--- src/lz77_pkg.sv ---
//--------------------------------------
// lz77 shared types
// byte, length and distance widths plus
// the controller state encoding
//--------------------------------------

`default_nettype none

package lz77_pkg;

  // ------------------------------------
  // field widths
  // ------------------------------------
  localparam int LEN_W = 4;  // lengths up to 8
  localparam int DST_W = 5;  // distances up to 16

  // ------------------------------------
  // data and state types
  // ------------------------------------
  typedef logic [7:0] byte_t;

  // controller sequence
  // fill lookahead, walk window, hand out token, slide
  typedef enum logic [1:0] {
    FILL   = 2'd0,
    SEARCH = 2'd1,
    EMIT   = 2'd2,
    SHIFT  = 2'd3
  } ctrl_state_e;

endpackage

`default_nettype wire

--- src/lz77_detect_one.sv ---
//--------------------------------------
// lz77 nearest match detector
// lowest set flag gives the distance
//--------------------------------------

`timescale 1ns/1ps
`default_nettype none

module lz77_detect_one import lz77_pkg::*; #(
  parameter int WIN_SIZE = 16
) (
  input  wire  [WIN_SIZE-1:0] flags_i,
  output logic [DST_W-1:0]    best_dst_o,
  output logic                any_o
);

  // chain[i] holds the answer for flags i and above
  logic [DST_W-1:0] dst_chain [WIN_SIZE+1];

  assign dst_chain[WIN_SIZE] = '0;  // nothing set

  // fixed priority, lower index wins
  for (genvar i = 0; i < WIN_SIZE; i++) begin : g_scan
    assign dst_chain[i] = flags_i[i] ? DST_W'(i + 1) : dst_chain[i+1];
  end

  assign best_dst_o = dst_chain[0];
  assign any_o      = |flags_i;

endmodule

`default_nettype wire

--- src/lz77_match.sv ---
//--------------------------------------
// lz77 window matcher
// one flag per distance, pruned by one
// lookahead byte per cycle
//--------------------------------------

`timescale 1ns/1ps
`default_nettype none

module lz77_match import lz77_pkg::*; #(
  parameter int WIN_SIZE = 16,
  parameter int LEN_MAX  = 8
) (
  input  wire                        clk,
  input  wire                        rstn,
  input  wire                        srch_start_i,
  input  wire byte_t [WIN_SIZE-1:0]  hist_i,
  input  wire byte_t [LEN_MAX-1:0]   look_i,
  input  wire        [DST_W-1:0]     hist_cnt_i,
  input  wire        [LEN_W-1:0]     look_cnt_i,
  output logic       [WIN_SIZE-1:0]  flags_o,
  output logic       [DST_W-1:0]     best_dst_o,
  output logic       [LEN_W-1:0]     step_o,
  output logic                       alive_o,
  output logic                       srch_end_o
);

  logic                       active_q;
  logic [WIN_SIZE-1:0]        flags_init;
  logic [WIN_SIZE-1:0]        flags_nxt;
  byte_t [WIN_SIZE-1:0]       hist_sh;    // hist_sh[i] = hist_i[i - step]
  byte_t [LEN_MAX-1:0]        look_sh;
  logic [LEN_W-1:0]           step_nxt;
  logic [LEN_W-1:0]           lim;

  // ------------------------------------
  // compare step
  // ------------------------------------
  assign lim      = (look_cnt_i < LEN_W'(LEN_MAX)) ? look_cnt_i : LEN_W'(LEN_MAX);
  assign step_nxt = step_o + LEN_W'(1);
  assign hist_sh  = hist_i << ($bits(byte_t) * step_o);
  assign look_sh  = look_i >> ($bits(byte_t) * step_o);

  always_comb begin
    for (int i = 0; i < WIN_SIZE; i++) begin
      flags_init[i] = (i < int'(hist_cnt_i));  // only filled window slots
      // distance must exceed step so the match stays out of the lookahead
      flags_nxt[i]  = flags_o[i] && (int'(step_o) <= i) && (hist_sh[i] == look_sh[0]);
    end
  end

  // ------------------------------------
  // flags and step counter
  // ------------------------------------
  always_ff @(posedge clk or negedge rstn) begin
    if (!rstn) begin
      flags_o    <= '0;
      step_o     <= '0;
      active_q   <= 1'b0;
      srch_end_o <= 1'b0;
    end else begin
      srch_end_o <= 1'b0;
      if (srch_start_i) begin
        flags_o  <= flags_init;
        step_o   <= '0;
        active_q <= 1'b1;
      end else if (active_q) begin
        flags_o <= flags_nxt;
        step_o  <= step_nxt;
        if (!(|flags_nxt) || (step_nxt >= lim)) begin  // dead or at length limit
          active_q   <= 1'b0;
          srch_end_o <= 1'b1;
        end
      end
    end
  end

  lz77_detect_one #(
    .WIN_SIZE (WIN_SIZE)
  ) u_detect_one (
    .flags_i    (flags_o),
    .best_dst_o (best_dst_o),
    .any_o      (alive_o)
  );

  // window and lookahead counts hold still while flags are pruned
  a_inputs_stable: assert property (@(posedge clk) disable iff (!rstn)
    active_q && !srch_start_i |=> $stable(hist_cnt_i) && $stable(look_cnt_i));

endmodule

`default_nettype wire

--- src/lz77_buffer.sv ---
//--------------------------------------
// lz77 byte storage
// history window plus lookahead, filled
// one byte at a time, slid per token
//--------------------------------------

`timescale 1ns/1ps
`default_nettype none

module lz77_buffer import lz77_pkg::*; #(
  parameter int WIN_SIZE = 16,
  parameter int LEN_MAX  = 8
) (
  input  wire                        clk,
  input  wire                        rstn,
  input  wire                        push_i,
  input  wire byte_t                 in_data_i,
  input  wire                        in_last_i,
  input  wire        [LEN_W-1:0]     shift_len_i,
  input  wire                        shift_i,
  output byte_t      [WIN_SIZE-1:0]  hist_o,
  output byte_t      [LEN_MAX-1:0]   look_o,
  output logic       [DST_W-1:0]     hist_cnt_o,
  output logic       [LEN_W-1:0]     look_cnt_o,
  output logic                       look_last_o
);

  byte_t [WIN_SIZE-1:0]          hist_q;   // nearest byte at index 0
  byte_t [LEN_MAX-1:0]           look_q;   // oldest byte at index 0
  byte_t [LEN_MAX-1:0]           look_rev;
  byte_t [WIN_SIZE+LEN_MAX-1:0]  cat_w;
  byte_t [WIN_SIZE+LEN_MAX-1:0]  cat_sh;
  byte_t [LEN_MAX-1:0]           look_shf;
  logic  [DST_W:0]               hist_sum;
  logic  [DST_W-1:0]             hist_sat;

  // ------------------------------------
  // shift datapath
  // ------------------------------------
  always_comb begin
    for (int j = 0; j < LEN_MAX; j++) begin
      look_rev[j] = look_q[LEN_MAX-1-j];
    end
  end

  // consumed bytes land at the near end of the window, newest first
  assign cat_w    = {hist_q, look_rev};
  assign cat_sh   = cat_w >> ($bits(byte_t) * (LEN_MAX - int'(shift_len_i)));
  assign look_shf = look_q >> ($bits(byte_t) * shift_len_i);

  assign hist_sum = {1'b0, hist_cnt_o} + (DST_W+1)'(shift_len_i);
  assign hist_sat = (hist_sum > (DST_W+1)'(WIN_SIZE)) ? DST_W'(WIN_SIZE) : hist_sum[DST_W-1:0];

  // ------------------------------------
  // byte storage
  // ------------------------------------
  always_ff @(posedge clk) begin
    if (push_i) begin
      for (int j = 0; j < LEN_MAX; j++) begin
        if (int'(look_cnt_o) == j) look_q[j] <= in_data_i;  // append at tail
      end
    end else if (shift_i) begin
      hist_q <= cat_sh[WIN_SIZE-1:0];
      look_q <= look_shf;
    end
  end

  // ------------------------------------
  // counts and frame end
  // ------------------------------------
  always_ff @(posedge clk or negedge rstn) begin
    if (!rstn) begin
      hist_cnt_o  <= '0;
      look_cnt_o  <= '0;
      look_last_o <= 1'b0;
    end else if (push_i) begin
      look_cnt_o <= look_cnt_o + LEN_W'(1);
      if (in_last_i) look_last_o <= 1'b1;
    end else if (shift_i) begin
      look_cnt_o <= look_cnt_o - shift_len_i;
      if (look_last_o && (look_cnt_o == shift_len_i)) begin
        // frame fully consumed, next frame starts with an empty window
        hist_cnt_o  <= '0;
        look_last_o <= 1'b0;
      end else begin
        hist_cnt_o <= hist_sat;
      end
    end
  end

  assign hist_o = hist_q;
  assign look_o = look_q;

  // controller must stop filling once the lookahead is full
  a_no_push_full: assert property (@(posedge clk) disable iff (!rstn)
    push_i |-> (look_cnt_o < LEN_W'(LEN_MAX)));

endmodule

`default_nettype wire

--- src/lz77_ctrl.sv ---
//--------------------------------------
// lz77 frame controller
// sequences fill, search, emit, shift
// and holds the outgoing token
//--------------------------------------

`timescale 1ns/1ps
`default_nettype none

module lz77_ctrl import lz77_pkg::*; #(
  parameter int LEN_MAX = 8,
  parameter int LEN_MIN = 3
) (
  input  wire                    clk,
  input  wire                    rstn,
  input  wire                    in_valid_i,
  input  wire                    in_last_i,
  input  wire                    tok_ready_i,
  input  wire        [LEN_W-1:0] look_cnt_i,
  input  wire                    look_last_i,
  input  wire byte_t             look_head_i,
  input  wire        [DST_W-1:0] best_dst_i,
  input  wire                    any_i,
  input  wire        [LEN_W-1:0] step_i,
  input  wire                    srch_end_i,
  output logic                   in_ready_o,
  output logic                   push_o,
  output logic                   shift_o,
  output logic       [LEN_W-1:0] shift_len_o,
  output logic                   srch_start_o,
  output logic                   tok_valid_o,
  output logic                   tok_lit_o,
  output byte_t                  tok_data_o,
  output logic       [LEN_W-1:0] tok_len_o,
  output logic       [DST_W-1:0] tok_dst_o,
  output logic                   tok_last_o,
  output logic                   done_o
);

  ctrl_state_e      state_q, state_d;
  logic [LEN_W-1:0] best_len_q;
  logic [DST_W-1:0] best_dst_q;
  logic             rec_hit;
  logic [LEN_W-1:0] cur_len;
  logic [DST_W-1:0] cur_dst;
  logic             lit_sel;
  logic [LEN_W-1:0] tok_len_d;

  // ------------------------------------
  // best match tracking
  // ------------------------------------
  // step 0 and the start cycle carry no fresh compare result
  assign rec_hit   = (state_q == SEARCH) && !srch_start_o && any_i && (step_i != '0);
  assign cur_len   = rec_hit ? step_i : best_len_q;
  assign cur_dst   = rec_hit ? best_dst_i : best_dst_q;
  assign lit_sel   = cur_len < LEN_W'(LEN_MIN);
  assign tok_len_d = lit_sel ? LEN_W'(1) : cur_len;

  // ------------------------------------
  // fsm
  // ------------------------------------
  assign in_ready_o  = (state_q == FILL);
  assign push_o      = in_valid_i && in_ready_o;
  assign tok_valid_o = (state_q == EMIT);
  assign shift_o     = (state_q == SHIFT);
  assign shift_len_o = tok_len_o;

  always_comb begin
    state_d = state_q;
    case (state_q)
      FILL: begin
        if (push_o && (in_last_i || (look_cnt_i == LEN_W'(LEN_MAX - 1)))) state_d = SEARCH;
      end
      SEARCH: if (srch_end_i) state_d = EMIT;
      EMIT:   if (tok_ready_i) state_d = SHIFT;
      SHIFT: begin
        // leftover bytes of a closed frame need no more input
        if (look_last_i && (look_cnt_i != tok_len_o)) state_d = SEARCH;
        else state_d = FILL;
      end
      default: state_d = FILL;
    endcase
  end

  always_ff @(posedge clk or negedge rstn) begin
    if (!rstn) begin
      state_q      <= FILL;
      srch_start_o <= 1'b0;
      done_o       <= 1'b0;
      best_len_q   <= '0;
      best_dst_q   <= '0;
    end else begin
      state_q      <= state_d;
      srch_start_o <= (state_d == SEARCH) && (state_q != SEARCH);
      done_o       <= (state_q == EMIT) && tok_ready_i && tok_last_o;
      if (srch_start_o) begin
        best_len_q <= '0;
        best_dst_q <= '0;
      end else if (rec_hit) begin
        best_len_q <= step_i;  // longest so far
        best_dst_q <= best_dst_i;
      end
    end
  end

  // ------------------------------------
  // token register
  // ------------------------------------
  always_ff @(posedge clk) begin
    if ((state_q == SEARCH) && srch_end_i) begin
      tok_lit_o  <= lit_sel;
      tok_data_o <= look_head_i;
      tok_len_o  <= tok_len_d;
      tok_dst_o  <= lit_sel ? '0 : cur_dst;
      tok_last_o <= look_last_i && (look_cnt_i == tok_len_d);  // covers final byte
    end
  end

  a_tok_stable: assert property (@(posedge clk) disable iff (!rstn)
    tok_valid_o && !tok_ready_i |=> tok_valid_o && $stable(tok_lit_o) &&
      $stable(tok_data_o) && $stable(tok_len_o) && $stable(tok_dst_o) && $stable(tok_last_o));

endmodule

`default_nettype wire

--- src/lz77_top.sv ---
//--------------------------------------
// lz77 compressor top
// byte stream in, literal or match
// tokens out, one token at a time
//--------------------------------------

`timescale 1ns/1ps
`default_nettype none

module lz77_top import lz77_pkg::*; #(
  parameter int WIN_SIZE = 16,
  parameter int LEN_MAX  = 8,
  parameter int LEN_MIN  = 3
) (
  input  wire                    clk,
  input  wire                    rstn,
  // byte input
  input  wire                    in_valid_i,
  input  wire byte_t             in_data_i,
  input  wire                    in_last_i,
  output logic                   in_ready_o,
  // token output
  output logic                   tok_valid_o,
  output logic                   tok_lit_o,
  output byte_t                  tok_data_o,
  output logic       [LEN_W-1:0] tok_len_o,
  output logic       [DST_W-1:0] tok_dst_o,
  output logic                   tok_last_o,
  input  wire                    tok_ready_i,
  output logic                   done_o
);

  // buffer to matcher and controller
  byte_t [WIN_SIZE-1:0] hist;
  byte_t [LEN_MAX-1:0]  look;
  logic  [DST_W-1:0]    hist_cnt;
  logic  [LEN_W-1:0]    look_cnt;
  logic                 look_last;

  // controller to buffer and matcher
  logic                 push;
  logic                 shift;
  logic  [LEN_W-1:0]    shift_len;
  logic                 srch_start;

  // matcher to controller
  logic  [DST_W-1:0]    best_dst;
  logic  [LEN_W-1:0]    step;
  logic                 alive;
  logic                 srch_end;

  lz77_buffer #(
    .WIN_SIZE (WIN_SIZE),
    .LEN_MAX  (LEN_MAX)
  ) u_buffer (
    .clk         (clk),
    .rstn        (rstn),
    .push_i      (push),
    .in_data_i   (in_data_i),
    .in_last_i   (in_last_i),
    .shift_len_i (shift_len),
    .shift_i     (shift),
    .hist_o      (hist),
    .look_o      (look),
    .hist_cnt_o  (hist_cnt),
    .look_cnt_o  (look_cnt),
    .look_last_o (look_last)
  );

  lz77_match #(
    .WIN_SIZE (WIN_SIZE),
    .LEN_MAX  (LEN_MAX)
  ) u_match (
    .clk          (clk),
    .rstn         (rstn),
    .srch_start_i (srch_start),
    .hist_i       (hist),
    .look_i       (look),
    .hist_cnt_i   (hist_cnt),
    .look_cnt_i   (look_cnt),
    .flags_o      (),
    .best_dst_o   (best_dst),
    .step_o       (step),
    .alive_o      (alive),
    .srch_end_o   (srch_end)
  );

  lz77_ctrl #(
    .LEN_MAX (LEN_MAX),
    .LEN_MIN (LEN_MIN)
  ) u_ctrl (
    .clk          (clk),
    .rstn         (rstn),
    .in_valid_i   (in_valid_i),
    .in_last_i    (in_last_i),
    .tok_ready_i  (tok_ready_i),
    .look_cnt_i   (look_cnt),
    .look_last_i  (look_last),
    .look_head_i  (look[0]),  // current byte
    .best_dst_i   (best_dst),
    .any_i        (alive),
    .step_i       (step),
    .srch_end_i   (srch_end),
    .in_ready_o   (in_ready_o),
    .push_o       (push),
    .shift_o      (shift),
    .shift_len_o  (shift_len),
    .srch_start_o (srch_start),
    .tok_valid_o  (tok_valid_o),
    .tok_lit_o    (tok_lit_o),
    .tok_data_o   (tok_data_o),
    .tok_len_o    (tok_len_o),
    .tok_dst_o    (tok_dst_o),
    .tok_last_o   (tok_last_o),
    .done_o       (done_o)
  );

endmodule

`default_nettype wire

--- config.mk ---
export PLATFORM = sky130hd
export DESIGN_NAME = lz77_top
export DESIGN_NICKNAME = d
export VERILOG_FILES = /design/src/lz77_pkg.sv /design/src/lz77_detect_one.sv /design/src/lz77_match.sv /design/src/lz77_buffer.sv /design/src/lz77_ctrl.sv /design/src/lz77_top.sv
export SDC_FILE = /design/constraint.sdc
export NUM_CORES = 1
export LEC_CHECK = 0
export BUFFER_PORTS_ARGS = -buffer_cell sky130_fd_sc_hd__buf_2
export CAP_MARGIN = 20
export CORE_ASPECT_RATIO = 0.7
export CORE_UTILIZATION = 30
export CTS_CLUSTER_SIZE = 24
export DETAILED_ROUTE_END_ITERATION = 12
export PLACE_DENSITY_LB_ADDON = 0.12
export REMOVE_ABC_BUFFERS = 1
export SLEW_MARGIN = 20
export SYNTH_ARGS = -nofsm -noshare
export SYNTH_HDL_FRONTEND = slang
export SYNTH_HIERARCHICAL = 1
export SYNTH_SLANG_ARGS = --single-unit
--- constraint.sdc ---
create_clock -name clk -period 6 [get_ports clk]
set_clock_uncertainty 0.2 [all_clocks]
set_input_delay 1.2 -clock clk [delete_from_list [all_inputs] [get_ports clk]]
set_output_delay 1.2 -clock clk [all_outputs]
set_load 0.005 [all_outputs]
### Yosys cells after proc, flatten, opt, wreduce, memory -nomap -nowiden

Index checks and enable logic that the tools add are counted.

| operators by class | value |
|---|---|
| add/subtract/negate cells | 5 |
| magnitude comparators | 35 |
| equal/unequal tests | 41 |
| shift-type cells | 4 |
| multiplexer cells | 55 |
| bitwise operators | 1 |
| reduce and logical (&&, ||, !) cells | 65 |

Operators with widths:

| operator | number |
|---|---|
| $shr 192x32->128 | 1 |
| $eq 8x8->1 | 16 |
| $mux 64 | 2 |
| $shl 128x7->128 | 1 |
| $mux 5 | 20 |
| $mux 8 | 8 |
| $shr 64x7->64 | 1 |
| $shr 64x7->8 | 1 |
| $logic_and 1x1->1 | 43 |
| $lt 4x5->1 const A | 8 |
| $mux 16 | 2 |
| $mux 4 | 8 |
| $reduce_or 16->1 | 2 |
| $le 4x4->1 const B | 7 |
| $lt 3x5->1 const A | 4 |
| $ne 2x2->1 const B | 9 |
| $reduce_and 2->1 | 9 |
| $eq 4x4->1 const B | 4 |
| $le 4x3->1 const B | 4 |
| $eq 4x3->1 const B | 3 |
| $mux 1 | 11 |
| $lt 1x5->1 const A | 2 |
| $lt 2x5->1 const A | 2 |
| $add 4x1->4 const B | 2 |
| other kinds (25) | 36 |

| word-level totals | value |
|---|---|
| register bits | 256 |
| input port bits | 13 |
| word-level logic and storage cells | 247 |

### Longest topological paths before layout

Gate-level depths: netlist (run 1).

| logic depth | value |
|---|---|
| word-level depth | 18 |
| gate-level depth with buffers | 15 |
| gate-level depth less buffers | 10 |

### Hierarchy

The synthesis (run 1) kept the hierarchy.

By module, submodules not included:

| module | instances | cells an instance | area each (µm²) | sequential area each (µm²) |
|---|---|---|---|---|
| lz77_buffer | 1 | 1,702 | 16,836.1 | 6,015.8 |
| lz77_match | 1 | 1,059 | 9,033.7 | 550.5 |
| lz77_ctrl | 1 | 110 | 1,442.6 | 895.9 |
| lz77_detect_one | 1 | 32 | 186.4 | 0.0 |

### Worst setup path before layout (run 1)

Ideal clock, no wire load.

| path | value |
|---|---|
| path type | input to register |
| from | in in_valid_i |
| to | reg u_buffer.look_q (netlist bit u_buffer/look_o[0]) (enable) |
| arrival time | 5.294 ns |
| data required time | 5.501 ns |
| setup slack | 0.207 ns |
| cell stages on the path | 6 |
| path buffers | 1 |
| cells stage by stage | and2_1 -> clkbuf_1 -> nand2b_1 -> clkinv_1 -> a21oi_1 -> nor2_1 |

| between the ends | value |
|---|---|
| cells in the longest elaborated chain, start to end | 3 |

RTL lines:

| item | RTL line | RTL |
|---|---|---|
| start: declaration | lz77_top.sv:18 | `input wire in_valid_i,` |
| $logic_and 1x1->1 * | lz77_ctrl.sv:63 | `assign push_o = in_valid_i && in_ready_o;` |
| $ne 2x2->1 (no source line) or $reduce_bool 2->1 (tied branches) | -- |  |
| $reduce_and 2->1 (no source line) * | -- |  |
| end signal: assignment | lz77_buffer.sv:64 | `look_q <= look_shf;` |
| end: declaration | lz77_buffer.sv:29 | `byte_t [LEN_MAX-1:0] look_q;` |

Every way passes the cells marked *; elsewhere a longest branch is shown, timed or not.
A chain may end at the register's enable or synchronous reset.

### Worst setup path after layout (run 1)

| path | value |
|---|---|
| from | reg u_match.step_o[0] |
| to | reg u_match.srch_end_o |

| between the ends | value |
|---|---|
| cells in the longest elaborated chain, start to end | 9 |

RTL lines:

| item | RTL line | RTL |
|---|---|---|
| start: declaration | lz77_match.sv:23 | `output logic [LEN_W-1:0] step_o,` |
| start signal: assignment | lz77_match.sv:69 | `step_o <= step_nxt;` |
| $shl 128x7->128, or another cell as far along | lz77_match.sv:41 | `assign hist_sh = hist_i << ($bits(byte_t) * step_o);` |
| $eq 8x8->1 or $logic_and 1x1->1 (tied branches) | lz77_match.sv:48 | `flags_nxt[i] = flags_o[i] && (int'(step_o) <= i) && (hist_sh[i] == look_sh[0]);` |
| $logic_and 1x1->1 | lz77_match.sv:48 |  |
| $reduce_or 16->1 | lz77_match.sv:70 | `if (!(\|flags_nxt) \|\| (step_nxt >= lim)) begin` |
| $logic_not 1->1 | lz77_match.sv:70 |  |
| $logic_or 1x1->1 * | lz77_match.sv:70 |  |
| $mux 1 * | lz77_match.sv:70 |  |
| $mux 1 * | lz77_match.sv:67 | `end else if (active_q) begin` |
| $mux 1 * | lz77_match.sv:63 | `if (srch_start_i) begin` |
| end signal: assignment | lz77_match.sv:60 | `srch_end_o <= 1'b0;` |
| end signal: assignment | lz77_match.sv:62 | `srch_end_o <= 1'b0;` |
| end signal: assignment | lz77_match.sv:72 | `srch_end_o <= 1'b1;` |
| end: declaration | lz77_match.sv:25 | `output logic srch_end_o` |

Marked as above.

==> results.py, run 1 <==
metrics = {
    "outcome": {
        "status": "completed",
    },
    "final_layout": {
        "fillers": 9323,
        "drive_gt1_frac": 0.164,
        "register_area_um2": 7470,
        "final_area_um2": 29900,
        "syn2layout_area_growth_pct": 8.66,
        "most-common-layout-cells": "mux2i_1 (464), a21oi_1 (256), nand2_1 (254), edfxtp_1 (211), nor2_1 (165)",
        "multi_input_comb_area_um2": 18400,
        "nets": 2849,
        "final_common_cell": "mux2i_1",
    },
    "synth": {
        "synth_enable_flop_cells": 211,
        "synth_seq_cells": 256,
        "synth_top_flop_cell": "edfxtp_1",
        "yosys.area.top_type_share": 0.230,
        "async_flop_share": 0.176,
        "ys_types": 108,
        "yosys.area.top_type": "edfxtp_1",
        "synth_area_leaders": "edfxtp_1 (23%), mux2i_1 (17%), mux4_2 (8.3%)",
        "yosysWarnings": 6,
        "synthesis.area_um2": 27500,
        "avgSynthCellArea_um2": 9.47,
        "ys_seq_area_frac": 0.271,
        "synth_cells": 2903,
    },
    "cts": {
        "cts.path.max_buffers": 3,
        "postCtsHoldBufs": 0,
        "cts_made_buffers": 34,
        "cts_tree": "built",
        "cts_root_buf": "clkbuf_16",
        "htree_levels": 2,
        "cts_setup_buffers": 0,
        "clk_pin_slew_worst_paths_ps": 60,
        "worstSkewPairLatency_ps": 590,
        "ctsResizeCount": 0,
        "clkSinkCount": 256,
    },
    "timing": {
        "max-slew-margin-rel": 0.127,
        "timing.final.crit_share": 0.853,
        "setup_ws_ps": 881,
        "tns_ps": 0,
        "finalHoldViolations": 0,
        "slew_viol_final": 0,
        "max_freq_mhz": 195,
        "whs_ps": 316,
        "worstMarginPinSlew_ps": 1300,
        "setup_violations": 0,
        "rsz0062_at_grt": "false",
        "min_period_ps": 5120,
    },
    "power_and_ir_drop": {
        "p_sw_mw": 10.0,
        "pwr-share-seq": 0.195,
        "irDropWorstVdd_mv": 0.257,
        "sw_frac_of_total": 0.544,
        "clkPwrFrac": 0.119,
        "power_mw": 18.4,
        "p_leak_nw": 11.1,
        "power_density_nw_per_um2": 616,
        "p_comb_frac": 0.685,
        "internal_power_mw": 8.39,
    },
    "floorplan": {
        "fp.dieH_um": 255,
        "initial_core_util": 0.304,
        "die_w_um": 364,
        "core_area_um2": 90400,
        "io-pin-count": 35,
        "rows": 92,
        "die-area_um2": 92900,
    },
    "critical_path": {
        "critPathCaptureType": "register",
        "rrSetupSlack_ps": 880,
        "setup.worst_path.start_class": "register",
        "worstSetupPathType": "register to register",
        "worst-path-buf-inv": 1,
        "cp_max_fo": 37,
        "slowest_stage": "a2111oi_0",
        "cp_top_family": "compound AO/OA/AOI/OAI gates",
        "worstPathRequired_ps": 6230,
        "critPathMaxStageDelay_ps": 1030,
        "cp.arrival_ps": 5350,
        "worst_path_most_repeated_cell": "o2bb2ai_1",
        "crit_chain": "buf_4, nor2b_1, o2bb2ai_1, nand2_1, o2bb2ai_1, a2111oi_0, o221ai_1, o311a_1, nand4_1, o32ai_1",
    },
    "grt": {
        "grt_max_degree": 136,
        "grt.overflow.total": 0,
        "grt_pass1_vias": 24494,
        "grt_usage": 0.288,
        "grt_pass1_wl_um": 194000,
        "grt_antenna_before_repair": 2,
    },
    "routing": {
        "vias": 26422,
        "viasPerCell": 6.50,
        "finalWirelength_um": 138000,
        "drt_iter0_drc": 3977,
        "drc": 0,
        "drt-wirelength-per-cell_um": 33.9,
        "ant_nets": 0,
        "first_pass_iters": 12,
    },
    "placed_design": {
        "place_congestion": 1.06,
        "port-buffer-count": 34,
        "dpl_cell_area_um2": 28700,
        "dp_slack_ps": 1320,
        "dpl.hpwl_um": 101000,
    },
    "run": {
        "cap_violations": 0,
    },
    "hold_path": {
        "min_path_type": "register to register",
    },
}
==> power groups by stage <==
stage | registers, mW | clock network, mW | logic (mW)
4_1_cts | 3.56 | 2.24 | 12.2
2_1_floorplan | 3.58 | 0 | 7.86
3_3_place_gp | 3.60 | 0 | 12.2
5_1_grt | 3.64 | 2.30 | 13.1
3_5_place_dp | 3.59 | 0 | 12.1
6_report | 3.59 | 2.19 | 12.6
==> through the flow <==
stage	utilization	instances
finish	0.331	4062
global route	0.331	4061
CTS	0.330	4059
detailed placement	0.318	3997
global placement	0.318	3996
floorplan	-	2627
==> worst register-to-register path: stages, from the launching register on <==
cell	delay (ps)
dfrtp_4	720
buf_4	560
nor2b_1	970
o2bb2ai_1	320
nand2_1	110
o2bb2ai_1	180
a2111oi_0	1030
o221ai_1	400
o311a_1	230
nand4_1	140
o32ai_1	120
==> registers in the layout (all words and copies together) (netlist names), 5 cells and up <==
name and count:
u_ctrl/best_dst_q 5, u_ctrl/tok_dst_o 5, u_buffer/hist_o 128, u_ctrl/tok_data_o 8
u_match/flags_o 16, u_buffer/look_o 64, u_buffer/hist_cnt_o 5
==> worst paths after layout <==
path | depth (start not counted) | start | to
max in group asynchronous | 2 | rstn | u_match/step_o[0]$_DFFE_PN0P_
setup / recovery | 10 | u_match/step_o[0]$_DFFE_PN0P_ | u_match/srch_end_o$_DFF_PN0_
hold reg to reg | 1 | u_ctrl/tok_last_o$_DFFE_PP_ | u_ctrl/done_o$_DFF_PN0_
min in group asynchronous | 2 | rstn | u_ctrl/best_len_q[3]$_DFF_PN0_
setup reg to reg | 10 | u_match/step_o[0]$_DFFE_PN0P_ | u_match/srch_end_o$_DFF_PN0_
hold / removal | 1 | u_ctrl/tok_last_o$_DFFE_PP_ | u_ctrl/done_o$_DFF_PN0_
==> synth_stat cells (16+ instances only) <==
cell type,n
nor2_1,170
ha_1,21
mux2_2,92
nand2b_1,24
dfrtp_1,45
nand3_1,26
buf_2,94
inv_1,35
a22oi_1,20
clkbuf_1,81
xor2_1,31
a21oi_1,256
nor4_1,18
o21ai_0,130
mux4_2,101
o22ai_1,65
and2_1,17
a221oi_1,48
a22o_1,21
buf_4,53
a31oi_1,38
buf_1,24
nor3_1,46
mux2i_1,464
nor2b_1,32
o211ai_1,16
a211oi_1,28
edfxtp_1,211
nand2_1,254
o2bb2ai_1,28
o221ai_1,50
xnor2_1,76
buf_6,22
==> cell type report <==
| class | count | area share |
|---|---|---|
| clock inverter | 17 | 0.00611 |
| timing repair buffer | 150 | 0.0394 |
| multi-input combinational | 2329 | 0.616 |
| tap | 1222 | 0.0512 |
| antenna | 1 | 0.0000837 |
| inverter | 42 | 0.00553 |
| sequential | 256 | 0.250 |
| clock buffer | 45 | 0.0316 |
==> logic make-up after synthesis <==
group	Yosys count	synth area share
buf+inv	318	0.0620
simple gates	670	0.116
mux	664	0.293
compound gates	862	0.210
fa+ha+maj	23	0.0110
xor+xnor	110	0.0367
flops	256	0.271
==> metal layers <==
metal  up-vias  routed length [um]  GRT usage
met5         -                   0          0
met4         0                3940     0.0823
met3       165               14300     0.0646
met2      1582               53700      0.376
met1     13543               65900      0.456
li1      11132                   -          -
(Power assumes the default switching activity.)
==> run 2: changes to the inputs <==
==> constraint.sdc (replaced) <==
create_clock -name clk -period 6 [get_ports clk]
set_clock_uncertainty 0.2 [all_clocks]
set_input_delay 1.2 -clock clk [delete_from_list [all_inputs] [get_ports clk]]
set_output_delay 1.2 -clock clk [all_outputs]
set_load 0.05 [all_outputs]
==> results.py, run 2 (same netlist as run 1, synthesis figures left out) <==
metrics = {
    "outcome": {
        "status": "completed",
    },
    "timing": {
        "whs_ps": 318,
        "rsz0062_at_grt": "false",
        "finalHoldViolations": 0,
        "slew_viol_final": 0,
        "min_period_ps": 5080,
        "timing.final.crit_share": 0.847,
        "max_freq_mhz": 197,
        "worstMarginPinSlew_ps": 1310,
        "max-slew-margin-rel": 0.105,
        "tns_ps": 0,
        "setup_violations": 0,
    },
    "grt": {
        "grt_usage": 0.285,
        "grt.overflow.total": 0,
        "grt_pass1_vias": 24634,
        "grt.busiest_layer": "met1",
        "grt_max_degree": 142,
        "grt_antenna_before_repair": 5,
        "grt_use_met2": 0.371,
        "grt_pass1_wl_um": 193000,
        "use_met1": 0.447,
        "met3_usage": 0.0643,
    },
    "critical_path": {
        "slowest_stage": "a2111oi_0",
        "setup.worst_path.start_class": "register",
        "worst-path-buf-inv": 0,
        "crit_chain": "or2_1, o22a_1, nand2_1, o2bb2ai_1, a2111oi_0, o221ai_1, o311a_1, nand4_1, o32ai_1",
        "critPathMaxStageDelay_ps": 1120,
        "critPathCaptureType": "register",
        "cp_max_fo": 36,
        "worstPathRequired_ps": 6250,
        "worstSetupPathType": "register to register",
        "cp_top_family": "compound AO/OA/AOI/OAI gates",
        "cp.arrival_ps": 5330,
    },
    "routing": {
        "drt-wirelength-per-cell_um": 33.7,
        "finalWirelength_um": 137000,
        "ant_nets": 0,
        "first_pass_iters": 6,
        "drt_iter0_drc": 3736,
        "viasPerCell": 6.50,
        "drc": 0,
        "vias": 26342,
    },
    "power_and_ir_drop": {
        "irDropWorstVdd_mv": 0.256,
        "power_density_nw_per_um2": 619,
        "p_leak_nw": 11.0,
    },
    "final_layout": {
        "nets": 2837,
        "fin_util": 0.330,
        "syn2layout_area_growth_pct": 8.44,
        "drive_gt1_frac": 0.161,
        "final_common_cell": "mux2i_1",
        "most-common-layout-cells": "mux2i_1 (464), a21oi_1 (256), nand2_1 (253), edfxtp_1 (211), nor2_1 (164)",
        "largest_reg_flops": 128,
        "final_area_um2": 29800,
        "fillers": 9330,
    },
    "cts": {
        "cts_made_buffers": 34,
        "cts.path.max_buffers": 3,
        "cts_setup_buffers": 0,
        "postCtsHoldBufs": 0,
        "cts_root_buf": "clkbuf_16",
        "htree_levels": 2,
        "clk_pin_slew_worst_paths_ps": 60,
        "cts_tree": "built",
        "worstSkewPairLatency_ps": 610,
        "clkSinkCount": 256,
        "ctsResizeCount": 0,
    },
    "floorplan": {
        "io-pin-count": 35,
        "fp.dieH_um": 255,
        "die_w_um": 364,
        "initial_core_util": 0.304,
        "core_area_um2": 90400,
        "die-area_um2": 92900,
        "rows": 92,
    },
    "placed_design": {
        "port-buffer-count": 34,
        "place_congestion": 1.04,
        "dpl.hpwl_um": 99800,
        "dpl_cell_area_um2": 28700,
    },
    "hold_path": {
        "min_path_type": "register to register",
    },
    "run": {
        "cap_violations": 0,
    },
}
run 2: final timing paths:
path / startpoint / end / slack (ps) / cells past startpoint
hold reg to reg: u_ctrl/best_dst_q[2]$_DFF_PN0_ / u_ctrl/best_dst_q[2]$_DFF_PN0_ / 320 / 2
setup reg to reg: u_match/step_o[0]$_DFFE_PN0P_ / u_match/srch_end_o$_DFF_PN0_ / 920 / 9
max in group asynchronous: rstn / u_match/step_o[1]$_DFFE_PN0P_ / 4600 / 2
min in group asynchronous: rstn / u_match/flags_o[7]$_DFFE_PN0P_ / 520 / 2
hold / removal: u_ctrl/best_dst_q[2]$_DFF_PN0_ / u_ctrl/best_dst_q[2]$_DFF_PN0_ / 320 / 2
setup / recovery: u_match/step_o[0]$_DFFE_PN0P_ / u_match/srch_end_o$_DFF_PN0_ / 920 / 9
run 2: final cells by class:
cell class | instances | area, um^2 | share of cell area
multi-input combinational | 2329 | 18400 | 0.618
sequential | 256 | 7470 | 0.251
tap | 1222 | 1530 | 0.0513
timing repair buffer | 138 | 1100 | 0.0370
clock buffer | 46 | 937 | 0.0314
clock inverter | 15 | 179 | 0.00600
inverter | 42 | 165 | 0.00554
antenna | 3 | 7.51 | 0.000252
run 2: through the flow:
stage	worst slack, ps	power (mW)	instances
2_1_floorplan	-13350	11.6	2627
4_1_cts	1070	18.0	4047
6_report	917	18.5	4051
3_3_place_gp	1050	15.8	3985
3_5_place_dp	1100	15.8	3986
5_1_grt	904	19.1	4048
run 2: worst min-delay path, delay by kind of cell, from the launching register on:
| kind | cells | cell delay [ps] |
|---|---|---|
| flip-flops | 1 | 320 |
| AND/OR/NAND/NOR | 1 | 90 |
| multiplexers | 1 | 70 |
run 2: routing by layer:
| layer | wire length, um | part of all wire | vias up |
|---|---|---|---|
| met1 | 64900 | 0.48 | 13448 |
| met3 | 14200 | 0.10 | 227 |
| met4 | 5140 | 0.038 | 4 |
| li1 | - | - | 11101 |
| met2 | 52200 | 0.38 | 1562 |
| met5 | 27 | 0.00020 | - |
run 2: power by group:
| group | total [mW] | internal, mW | leakage [nW] | switching (mW) |
|---|---|---|---|---|
| Clock | 2.18 | 1.23 | 0.533 | 0.950 |
| Combinational | 12.6 | 4.56 | 7.98 | 8.04 |
| Sequential | 3.67 | 2.59 | 2.51 | 1.08 |
